===== src/common/simd_config.svh =====
// Sizing macros for the SIMD lane core.
// SIMD_NUM_LANES must be a power of two. The lane index and the SUM
// walk counter are sized from it.
// SIMD_NUM_STAGES must be a power of two as well, so that the stage
// index wraps cleanly.

`ifndef SIMD_CONFIG_SVH
`define SIMD_CONFIG_SVH

// ------------------------------------------------------------
// lane geometry
// ------------------------------------------------------------
`define SIMD_NUM_LANES 8     // execution lanes per processing element
`define SIMD_LANE_WIDTH 32   // signed two's complement lane data

// ------------------------------------------------------------
// program length
// ------------------------------------------------------------
`define SIMD_NUM_STAGES 4    // wrapper op slots per program

`endif


===== src/common/simd_pkg.sv =====
// Shared types for the SIMD lane core.
// Lane data is signed, and all arithmetic on it wraps modulo 2^32.
// lane_set_t is the only carrier of a full set of lanes between blocks.

`include "simd_config.svh"

package simd_pkg;

  // ------------------------------------------------------------
  // lane level types
  // ------------------------------------------------------------
  typedef logic signed [`SIMD_LANE_WIDTH-1:0] lane_data_t;
  typedef logic [$clog2(`SIMD_NUM_LANES)-1:0] lane_idx_t;
  typedef logic [`SIMD_NUM_LANES-1:0] lane_mask_t;

  // wrapper operation codes, one per program stage
  typedef enum logic [1:0] {
    NOP      = 2'd0,  // ends the program
    SUM_SAVE = 2'd1,
    RELU     = 2'd2
  } wrap_op_e;

  // full set of lanes, valid mask on top
  typedef struct packed {
    lane_mask_t                             valid;
    lane_data_t [`SIMD_NUM_LANES-1:0]       data;
  } lane_set_t;

  // program, stage 0 sits in ops[0]
  typedef struct packed {
    wrap_op_e [`SIMD_NUM_STAGES-1:0] ops;
    lane_idx_t                       sum_lane;  // SUM_SAVE target
  } simd_cfg_t;

  // ------------------------------------------------------------
  // state machines
  // ------------------------------------------------------------
  typedef enum logic [2:0] {
    IDLE, PREPARE, SFU_START, SFU_RUN, SFU_DONE, FINISH
  } ctrl_state_e;

  typedef enum logic [1:0] {
    WAIT, ADD_ALL, COMPLETE
  } sum_state_e;

endpackage


===== src/sfu/sfu_sum.sv =====
// Sequential adder over the valid lanes.
// It walks lanes 0 to SIMD_NUM_LANES-1, one per cycle, and then pulses done
// with the total. done is also the write strobe to the lane store.
// Start to done takes SIMD_NUM_LANES+1 cycles. The sum wraps modulo 2^32.
// work_lanes must stay stable during the walk, and a start outside WAIT
// is ignored.

`timescale 1ns/1ns

`include "simd_config.svh"

module sfu_sum (
  input  logic                 clk,
  input  logic                 rst,
  input  logic                 start,
  input  simd_pkg::lane_set_t  work_lanes,
  output logic                 done,
  output simd_pkg::lane_data_t total
);

  localparam int CNT_W = $clog2(`SIMD_NUM_LANES) + 1;  // one spare bit to reach the count

  simd_pkg::sum_state_e state;
  simd_pkg::sum_state_e state_nxt;
  logic [CNT_W-1:0]     cnt;
  logic [CNT_W-1:0]     cnt_inc;
  simd_pkg::lane_idx_t  idx;
  simd_pkg::lane_data_t addend;
  simd_pkg::lane_data_t acc;

  assign cnt_inc = cnt + 1'b1;
  assign idx     = cnt[CNT_W-2:0];
  assign addend  = work_lanes.valid[idx] ? work_lanes.data[idx] : '0;  // skip invalid lanes

  // ------------------------------------------------------------
  // walk control
  // ------------------------------------------------------------
  always_comb
  begin
    state_nxt = state;
    case (state)
      simd_pkg::WAIT:
        if (start)
          state_nxt = simd_pkg::ADD_ALL;
      simd_pkg::ADD_ALL:
        if (cnt_inc == CNT_W'(`SIMD_NUM_LANES))
          state_nxt = simd_pkg::COMPLETE;
      simd_pkg::COMPLETE:
        state_nxt = simd_pkg::WAIT;
      default:
        state_nxt = simd_pkg::WAIT;
    endcase
  end

  always_ff @(posedge clk)
  begin
    if (rst)
    begin
      state <= simd_pkg::WAIT;
      cnt   <= '0;
    end
    else
    begin
      state <= state_nxt;
      if ((state == simd_pkg::WAIT) && start)
        cnt <= '0;
      else if (state == simd_pkg::ADD_ALL)
        cnt <= cnt_inc;
    end
  end

  // ------------------------------------------------------------
  // accumulator
  // ------------------------------------------------------------
  always_ff @(posedge clk)
  begin
    if ((state == simd_pkg::WAIT) && start)
      acc <= '0;
    else if (state == simd_pkg::ADD_ALL)
      acc <= acc + addend;
  end

  assign done  = (state == simd_pkg::COMPLETE);
  assign total = acc;

endmodule


===== src/sfu/sfu_relu.sv =====
// RELU unit. It clamps the negative values of the valid lanes to zero.
// Invalid lanes pass through untouched, and the valid bits are kept.
// result and done come one cycle after start, and done is also the write strobe.

`timescale 1ns/1ns

`include "simd_config.svh"

module sfu_relu (
  input  logic                clk,
  input  logic                rst,
  input  logic                start,
  input  simd_pkg::lane_set_t work_lanes,
  output logic                done,
  output simd_pkg::lane_set_t result
);

  simd_pkg::lane_set_t clamped;

  always_comb
  begin
    clamped.valid = work_lanes.valid;
    for (int i = 0; i < `SIMD_NUM_LANES; i++)
    begin
      // sign bit set on a valid lane, force to zero
      if (work_lanes.valid[i] && work_lanes.data[i][`SIMD_LANE_WIDTH-1])
        clamped.data[i] = '0;
      else
        clamped.data[i] = work_lanes.data[i];
    end
  end

  always_ff @(posedge clk)
  begin
    if (rst)
      done <= 1'b0;
    else
      done <= start;  // single-cycle unit
  end

  always_ff @(posedge clk)
  begin
    if (start)
      result <= clamped;
  end

endmodule


===== src/rtl/lane_regs.sv =====
// Lane store of the SIMD lane core.
// Working lanes follow in_lanes while capture is high and take unit
// results afterwards. The SUM and RELU strobes never come in the same cycle.
// out_lanes changes only on finish. Only its valid bits are reset.

`timescale 1ns/1ns

`include "simd_config.svh"

module lane_regs (
  input  logic                 clk,
  input  logic                 rst,
  input  logic                 capture,
  input  logic                 finish,
  input  simd_pkg::lane_set_t  in_lanes,
  output simd_pkg::lane_set_t  work_lanes,
  input  logic                 sum_wr,
  input  simd_pkg::lane_idx_t  sum_lane,
  input  simd_pkg::lane_data_t sum_value,
  input  logic                 relu_wr,
  input  simd_pkg::lane_set_t  relu_lanes,
  output simd_pkg::lane_set_t  out_lanes
);

  simd_pkg::lane_mask_t                        out_valid;
  simd_pkg::lane_data_t [`SIMD_NUM_LANES-1:0]  out_data;

  // ------------------------------------------------------------
  // working lanes
  // ------------------------------------------------------------
  always_ff @(posedge clk)
  begin
    if (capture)
      work_lanes <= in_lanes;
    else if (sum_wr)
    begin
      work_lanes.data[sum_lane]  <= sum_value;
      work_lanes.valid[sum_lane] <= 1'b1;  // target lane becomes valid
    end
    else if (relu_wr)
      work_lanes <= relu_lanes;  // whole set, valid bits unchanged by relu
  end

  // ------------------------------------------------------------
  // output register
  // ------------------------------------------------------------
  always_ff @(posedge clk)
  begin
    if (rst)
      out_valid <= '0;
    else if (finish)
      out_valid <= work_lanes.valid;
  end

  always_ff @(posedge clk)
  begin
    if (finish)
      out_data <= work_lanes.data;
  end

  assign out_lanes = '{valid: out_valid, data: out_data};

endmodule


===== src/rtl/simd_ctrl.sv =====
// Main controller of the SIMD lane core.
// Steps through up to SIMD_NUM_STAGES wrapper ops and stops at the first NOP.
// Only one function unit runs at a time. A NOP stage finishes in its
// start cycle without touching any unit.
// cfg_valid is dropped in the complete cycle, because processing is still
// high there.

`timescale 1ns/1ns

`include "simd_config.svh"

module simd_ctrl (
  input  logic                clk,
  input  logic                rst,
  input  logic                cfg_valid,
  input  simd_pkg::simd_cfg_t cfg,
  output logic                capture,
  output logic                sum_start,
  output logic                relu_start,
  output logic                finish,
  output simd_pkg::lane_idx_t sum_lane,
  input  logic                sum_done,
  input  logic                relu_done,
  output logic                processing,
  output logic                complete
);

  localparam int STAGE_W    = $clog2(`SIMD_NUM_STAGES);
  localparam int LAST_STAGE = `SIMD_NUM_STAGES - 1;

  simd_pkg::ctrl_state_e state;
  simd_pkg::ctrl_state_e state_nxt;
  simd_pkg::simd_cfg_t   cfg_q;      // program held for the whole run
  logic [STAGE_W-1:0]    stage;
  logic [STAGE_W-1:0]    stage_inc;
  simd_pkg::wrap_op_e    cur_op;
  logic                  accept;
  logic                  unit_done;
  logic                  prog_end;

  // ------------------------------------------------------------
  // stage decode
  // ------------------------------------------------------------
  assign accept    = (state == simd_pkg::IDLE) && !complete && cfg_valid;
  assign cur_op    = cfg_q.ops[stage];
  assign stage_inc = stage + 1'b1;     // wraps on the last stage, masked below

  // only the unit that was started can answer
  assign unit_done = (cur_op == simd_pkg::SUM_SAVE) ? sum_done : relu_done;

  // last slot used, or the next slot is empty
  assign prog_end = (stage == LAST_STAGE[STAGE_W-1:0])
                 || (cur_op == simd_pkg::NOP)
                 || (cfg_q.ops[stage_inc] == simd_pkg::NOP);

  // ------------------------------------------------------------
  // state machine
  // ------------------------------------------------------------
  always_comb
  begin
    state_nxt = state;
    case (state)
      simd_pkg::IDLE:
        if (accept)
          state_nxt = simd_pkg::PREPARE;
      simd_pkg::PREPARE:
        state_nxt = simd_pkg::SFU_START;
      simd_pkg::SFU_START:
        state_nxt = (cur_op == simd_pkg::NOP) ? simd_pkg::SFU_DONE : simd_pkg::SFU_RUN;
      simd_pkg::SFU_RUN:
        if (unit_done)
          state_nxt = simd_pkg::SFU_DONE;
      simd_pkg::SFU_DONE:
        state_nxt = prog_end ? simd_pkg::FINISH : simd_pkg::SFU_START;
      simd_pkg::FINISH:
        state_nxt = simd_pkg::IDLE;
      default:
        state_nxt = simd_pkg::IDLE;
    endcase
  end

  always_ff @(posedge clk)
  begin
    if (rst)
    begin
      state    <= simd_pkg::IDLE;
      stage    <= '0;
      complete <= 1'b0;
    end
    else
    begin
      state    <= state_nxt;
      complete <= (state == simd_pkg::FINISH);  // lines up with out_lanes update
      if (state == simd_pkg::PREPARE)
        stage <= '0;
      else if ((state == simd_pkg::SFU_DONE) && !prog_end)
        stage <= stage_inc;
    end
  end

  always_ff @(posedge clk)
  begin
    if (accept)
      cfg_q <= cfg;
  end

  // ------------------------------------------------------------
  // outputs
  // ------------------------------------------------------------
  assign capture    = (state == simd_pkg::IDLE);
  assign sum_start  = (state == simd_pkg::SFU_START) && (cur_op == simd_pkg::SUM_SAVE);
  assign relu_start = (state == simd_pkg::SFU_START) && (cur_op == simd_pkg::RELU);
  assign finish     = (state == simd_pkg::FINISH);
  assign sum_lane   = cfg_q.sum_lane;

  // high from PREPARE through the complete cycle
  assign processing = (state != simd_pkg::IDLE) || complete;

endmodule


===== src/rtl/simd_core.sv =====
// SIMD lane core for one processing element.
// cfg_valid is a strobe, honoured only while processing is low.
// complete is a one-cycle pulse. out_lanes holds from that cycle until
// the next completion. There is no back-pressure on the output.
// Latency depends on the program. Each SUM_SAVE stage takes 11 cycles and
// each RELU stage 3, plus 2 cycles of overhead per program.
// A leading NOP stage costs 2 cycles.

`timescale 1ns/1ns

module simd_core (
  input  logic                clk,
  input  logic                rst,
  input  logic                cfg_valid,
  input  simd_pkg::simd_cfg_t cfg,
  input  simd_pkg::lane_set_t in_lanes,
  output logic                processing,
  output logic                complete,
  output simd_pkg::lane_set_t out_lanes
);

  // controller to lane store and units
  logic                 capture;
  logic                 finish;
  logic                 sum_start;
  logic                 relu_start;
  simd_pkg::lane_idx_t  sum_lane;

  // each unit's done also acts as its write strobe
  logic                 sum_done;
  simd_pkg::lane_data_t sum_total;
  logic                 relu_done;
  simd_pkg::lane_set_t  relu_lanes;

  simd_pkg::lane_set_t  work_lanes;

  simd_ctrl u_ctrl (
    .clk        (clk),
    .rst        (rst),
    .cfg_valid  (cfg_valid),
    .cfg        (cfg),
    .capture    (capture),
    .sum_start  (sum_start),
    .relu_start (relu_start),
    .finish     (finish),
    .sum_lane   (sum_lane),
    .sum_done   (sum_done),
    .relu_done  (relu_done),
    .processing (processing),
    .complete   (complete)
  );

  lane_regs u_lane_regs (
    .clk        (clk),
    .rst        (rst),
    .capture    (capture),
    .finish     (finish),
    .in_lanes   (in_lanes),
    .work_lanes (work_lanes),
    .sum_wr     (sum_done),
    .sum_lane   (sum_lane),
    .sum_value  (sum_total),
    .relu_wr    (relu_done),
    .relu_lanes (relu_lanes),
    .out_lanes  (out_lanes)
  );

  sfu_sum u_sfu_sum (
    .clk        (clk),
    .rst        (rst),
    .start      (sum_start),
    .work_lanes (work_lanes),
    .done       (sum_done),
    .total      (sum_total)
  );

  sfu_relu u_sfu_relu (
    .clk        (clk),
    .rst        (rst),
    .start      (relu_start),
    .work_lanes (work_lanes),
    .done       (relu_done),
    .result     (relu_lanes)
  );

endmodule


===== config.mk =====
export PLATFORM = sky130hd
export DESIGN_NAME = simd_core
export DESIGN_NICKNAME = d
export VERILOG_FILES = /design/src/common/simd_pkg.sv /design/src/sfu/sfu_sum.sv /design/src/sfu/sfu_relu.sv /design/src/rtl/lane_regs.sv /design/src/rtl/simd_ctrl.sv /design/src/rtl/simd_core.sv
export VERILOG_INCLUDE_DIRS = /design/src /design/src/common
export SDC_FILE = /design/constraint.sdc
export NUM_CORES = 1
export LEC_CHECK = 0
export ABC_AREA = 1
export BUFFER_PORTS_ARGS = -buffer_cell sky130_fd_sc_hd__buf_2
export CAP_MARGIN = 40
export CELL_PAD_IN_SITES_DETAIL_PLACEMENT = 1
export CELL_PAD_IN_SITES_GLOBAL_PLACEMENT = 2
export CORE_MARGIN = 8
export CORE_UTILIZATION = 25
export CTS_BUF_LIST = sky130_fd_sc_hd__clkbuf_4 sky130_fd_sc_hd__clkbuf_8
export CTS_CLUSTER_SIZE = 30
export DETAILED_ROUTE_END_ITERATION = 16
export PLACE_DENSITY_LB_ADDON = 0.3
export RECOVER_POWER = 100
export SYNTH_ARGS = -nofsm -noshare
export SYNTH_HDL_FRONTEND = slang
export SYNTH_SLANG_ARGS = --single-unit

===== constraint.sdc =====
create_clock -name clk -period 20 [get_ports clk]
set_clock_uncertainty 0.05 [all_clocks]
set_input_delay 0 -clock clk [delete_from_list [all_inputs] [get_ports clk]]
set_output_delay 0 -clock clk [all_outputs]
set_load 0.01 [all_outputs]

==> metrics.cfg <==
[floorplan]
rows=142
initial_core_util=0.2508
io_pins=544
dieArea_um2=162400
chipHeight_um=402.9
chipWidth_um=402.9
design.core.area_um2=149200

[routing]
wire_per_inst_um=24.67
drtPass1Iterations=7
drt_iter0_drc=2128
routed_wl_mm=166.8
viasPerCell=4.592
drc=0
vias=31059
antenna_left=0

[timing]
final_max_slew_viol_count=1302
worst_pin_slew_ps=8523
period_minus_slack_ps=11470
slew_headroom=-4.682
fin_crit_sh=0.5733
fin_tns_setup_ps=0
finalSetupViolCount=0
whs_ps=130.4
final-hold-violation-count=0
max_freq_mhz=87.21
rsz0062_at_grt=false
setup_ws_ps=8534

[finish]
fin_util=0.3394
drive_gt1_frac=0.1185
fillers=17047
final_cell_mix=836 x nand2_1, 795 x edfxtp_1, 554 x dlygate4sd3_1
final_common_cell=nand2_1
nNetsFinal=4998
area_growth_pct=35.31

[place]
pre_cts_slack_ps=15490
hpwl_mm=114.4
gp_routability_congestion=0.8184
port_buffers=543

[clock_tree]
cts_tree=done
cts-root-buf=clkbuf_8
clock-sinks=848
cts_resized=0
worst_skew_pair.late_latency_ps=930
cts_setup_buffers=0
clock_path_buffers=3
path_clk_slew_ps=70
cts-htree-levels=4
cts-buffers-inserted=161

[yosys]
synth_compound_area_frac=0.1156
synth_area_um2=37430
synth_warnings=0
yosys.cell_types.count=40
synth_xor_area_frac=0.003276
ys_ff_latch=848
syn_nets=3853
synth_top_family_by_area=simple AND/OR/NAND/NOR gates
synthSimpleGateAreaFrac=0.1298
synthCells=3541
synthMuxAreaShare=0
yosysSeqAreaShare=0.6661
synth_fa_ha_area_frac=0.01157
syn_avg_cell_area_um2=10.57

[global_route]
grt_pass1_wl_mm=238.0
grtUsageTotal=0.1998
grt_max_degree=169
antenna_found_initial=18
grt-ovfl-total=0
grt_pass1_vias=32702

[power]
peakVddDrop_mv=0.1466
power.total_uw=7710
cellPowerDensity_nw_per_um2=152.2
cellLeakagePower_uw=0.02005

[critical_path]
cp-startpoint=u_ctrl.state[2]$_SDFFE_PP0P_
critPathRequiredTime_ps=20370
crit_fanout=129
arrival_ps=11840
start_kind=flip-flop
regToRegEndpoint=u_lane_regs.out_lanes[181]$_DFFE_PP_
reg2reg_setup_slack_ps=8530
crit_end=u_lane_regs.out_lanes[181]$_DFFE_PP_
path_class=reg -> reg
reg2reg_depth=4
r2r-start=u_ctrl.state[2]$_SDFFE_PP0P_
cp-end-kind=flip-flop

[run_status]
outcome=finished, violations left
violations=capacitance limit, slew limit

[flow_run]
cap_violations=35

[worst_hold_path]
hp-class=in -> reg

[repair_timing]
action | 4_1_cts | 5_1_grt
endpoints found under the hold margin | 307 | 0
endpoints found under the setup margin | 0 | 0
hold buffers | 554 | 0
[worst min-delay path by stage]
stage                     cells after the start  slack, ps                               endpoint          start
after global placement                        1        130           u_ctrl.sum_lane[2]$_DFFE_PP_         cfg[2]
after CTS                                     4         40  u_lane_regs.work_lanes[191]$_DFFE_PP_  in_lanes[191]
after global routing                          4         80  u_lane_regs.work_lanes[191]$_DFFE_PP_  in_lanes[191]
after detailed placement                      1        130           u_ctrl.sum_lane[1]$_DFFE_PP_         cfg[1]
final                                         4        130  u_lane_regs.work_lanes[191]$_DFFE_PP_  in_lanes[191]
after floorplan                               0         50             u_ctrl.cfg_q[10]$_DFFE_PP_        cfg[10]
[logic make-up after synthesis]
| kind of cell | Yosys count |
|---|---|
| AOI/OAI and AO/OA | 717 |
| xor gates and xnor gates | 14 |
| adders and majority gates | 34 |
| buffers and inverters | 684 |
| DFF | 848 |
| and+or+nand+nor | 1244 |
[critical path, stage by stage (launching register included)]
cell and delay (ps):
dfxtp_1 410, inv_1 100, nor3_1 1640, clkbuf_1 6000, clkbuf_1 2580
[state kept, by name, indices dropped and copies added, names as in the netlist]
| register | count |
|---|---|
| u_ctrl.sum_lane | 3 |
| u_sfu_sum.cnt | 4 |
| u_ctrl.stage | 2 |
| u_lane_regs.out_valid | 8 |
| u_ctrl.cfg_q | 8 |
| u_ctrl.complete | 1 |
| u_sfu_relu.done | 1 |
| u_lane_regs.out_lanes | 256 |
| u_sfu_sum.state | 2 |
| u_sfu_sum.total | 32 |
| u_lane_regs.work_lanes | 264 |
| u_sfu_relu.result | 264 |
| u_ctrl.state | 3 |
[power breakdown]
| part | leakage, uW | switching [uW] | internal (uW) |
|---|---|---|---|
| combinational | 0.0104 | 2040 | 757 |
| clock | 0.00172 | 830 | 965 |
| sequential | 0.00796 | 354 | 2770 |
| total | 0.0201 | 3220 | 4490 |
[routing by layer]
metal | wire, um | part of all wire | vias up | global-route usage
met1 | 73790 | 0.44 | 15422 | 0.2618
met2 | 78850 | 0.47 | 996 | 0.3321
li1 | - | - | 14363 | -
met4 | 5440 | 0.033 | 10 | 0.06290
met3 | 8691 | 0.052 | 268 | 0.03982
met5 | 75 | 0.00045 | - | 0
[cell usage after synthesis]
library cell,instances,share of area
o21ai_0,174,0.023
nor3_2,3,0.00080
nand3b_1,2,0.00040
nand4_1,2,0.00033
dfxtp_1,53,0.028
o21ai_2,5,0.0012
nand2_4,1,0.00030
buf_4,32,0.0064
o22ai_1,1,0.00017
buf_2,48,0.0064
fa_1,1,0.00053
o211ai_1,261,0.052
nor3_1,19,0.0025
clkbuf_1,80,0.0080
nor2_1,315,0.032
nand2_2,8,0.0013
edfxtp_1,795,0.64
and2_1,1,0.00017
o21bai_1,12,0.0024
inv_1,493,0.049
ha_1,33,0.011
buf_1,11,0.0011
o21ai_1,24,0.0032
nor4_1,2,0.00033
a21oi_1,230,0.031
o2111ai_1,8,0.0019
clkinv_1,12,0.0012
inv_2,6,0.00060
xnor2_1,3,0.00070
nand2_1,831,0.083
buf_6,1,0.00030
nor2_4,2,0.00060
o21a_1,1,0.00020
inv_4,1,0.00017
or2_4,1,0.00023
nand3_2,1,0.00027
or2_2,1,0.00017
a21o_1,1,0.00020
nand3_1,55,0.0074
xor2_1,11,0.0026
[per-stage QoR]
step | area [um^2] | instances
after global placement | 42090 | 5892
after detailed placement | 42560 | 5913
after global routing | 50640 | 6761
after floorplan | 37430 | 3541
after CTS | 51390 | 6756
final | 50650 | 6764
[cell type report]
cell class / count / area (um^2) / share of cell area
Antenna cell: 8 / 20.02 / 0.0003953
Tap cell: 1944 / 2432 / 0.04802
Clock inverter: 65 / 570.5 / 0.01127
Clock buffer: 224 / 2708 / 0.05346
Multi-Input combinational cell: 2009 / 9702 / 0.1916
Timing Repair Buffer: 1154 / 8347 / 0.1648
Sequential cell: 848 / 24940 / 0.4924
Inverter: 512 / 1929 / 0.03809
No activity file was read; power rests on OpenSTA's default activity.
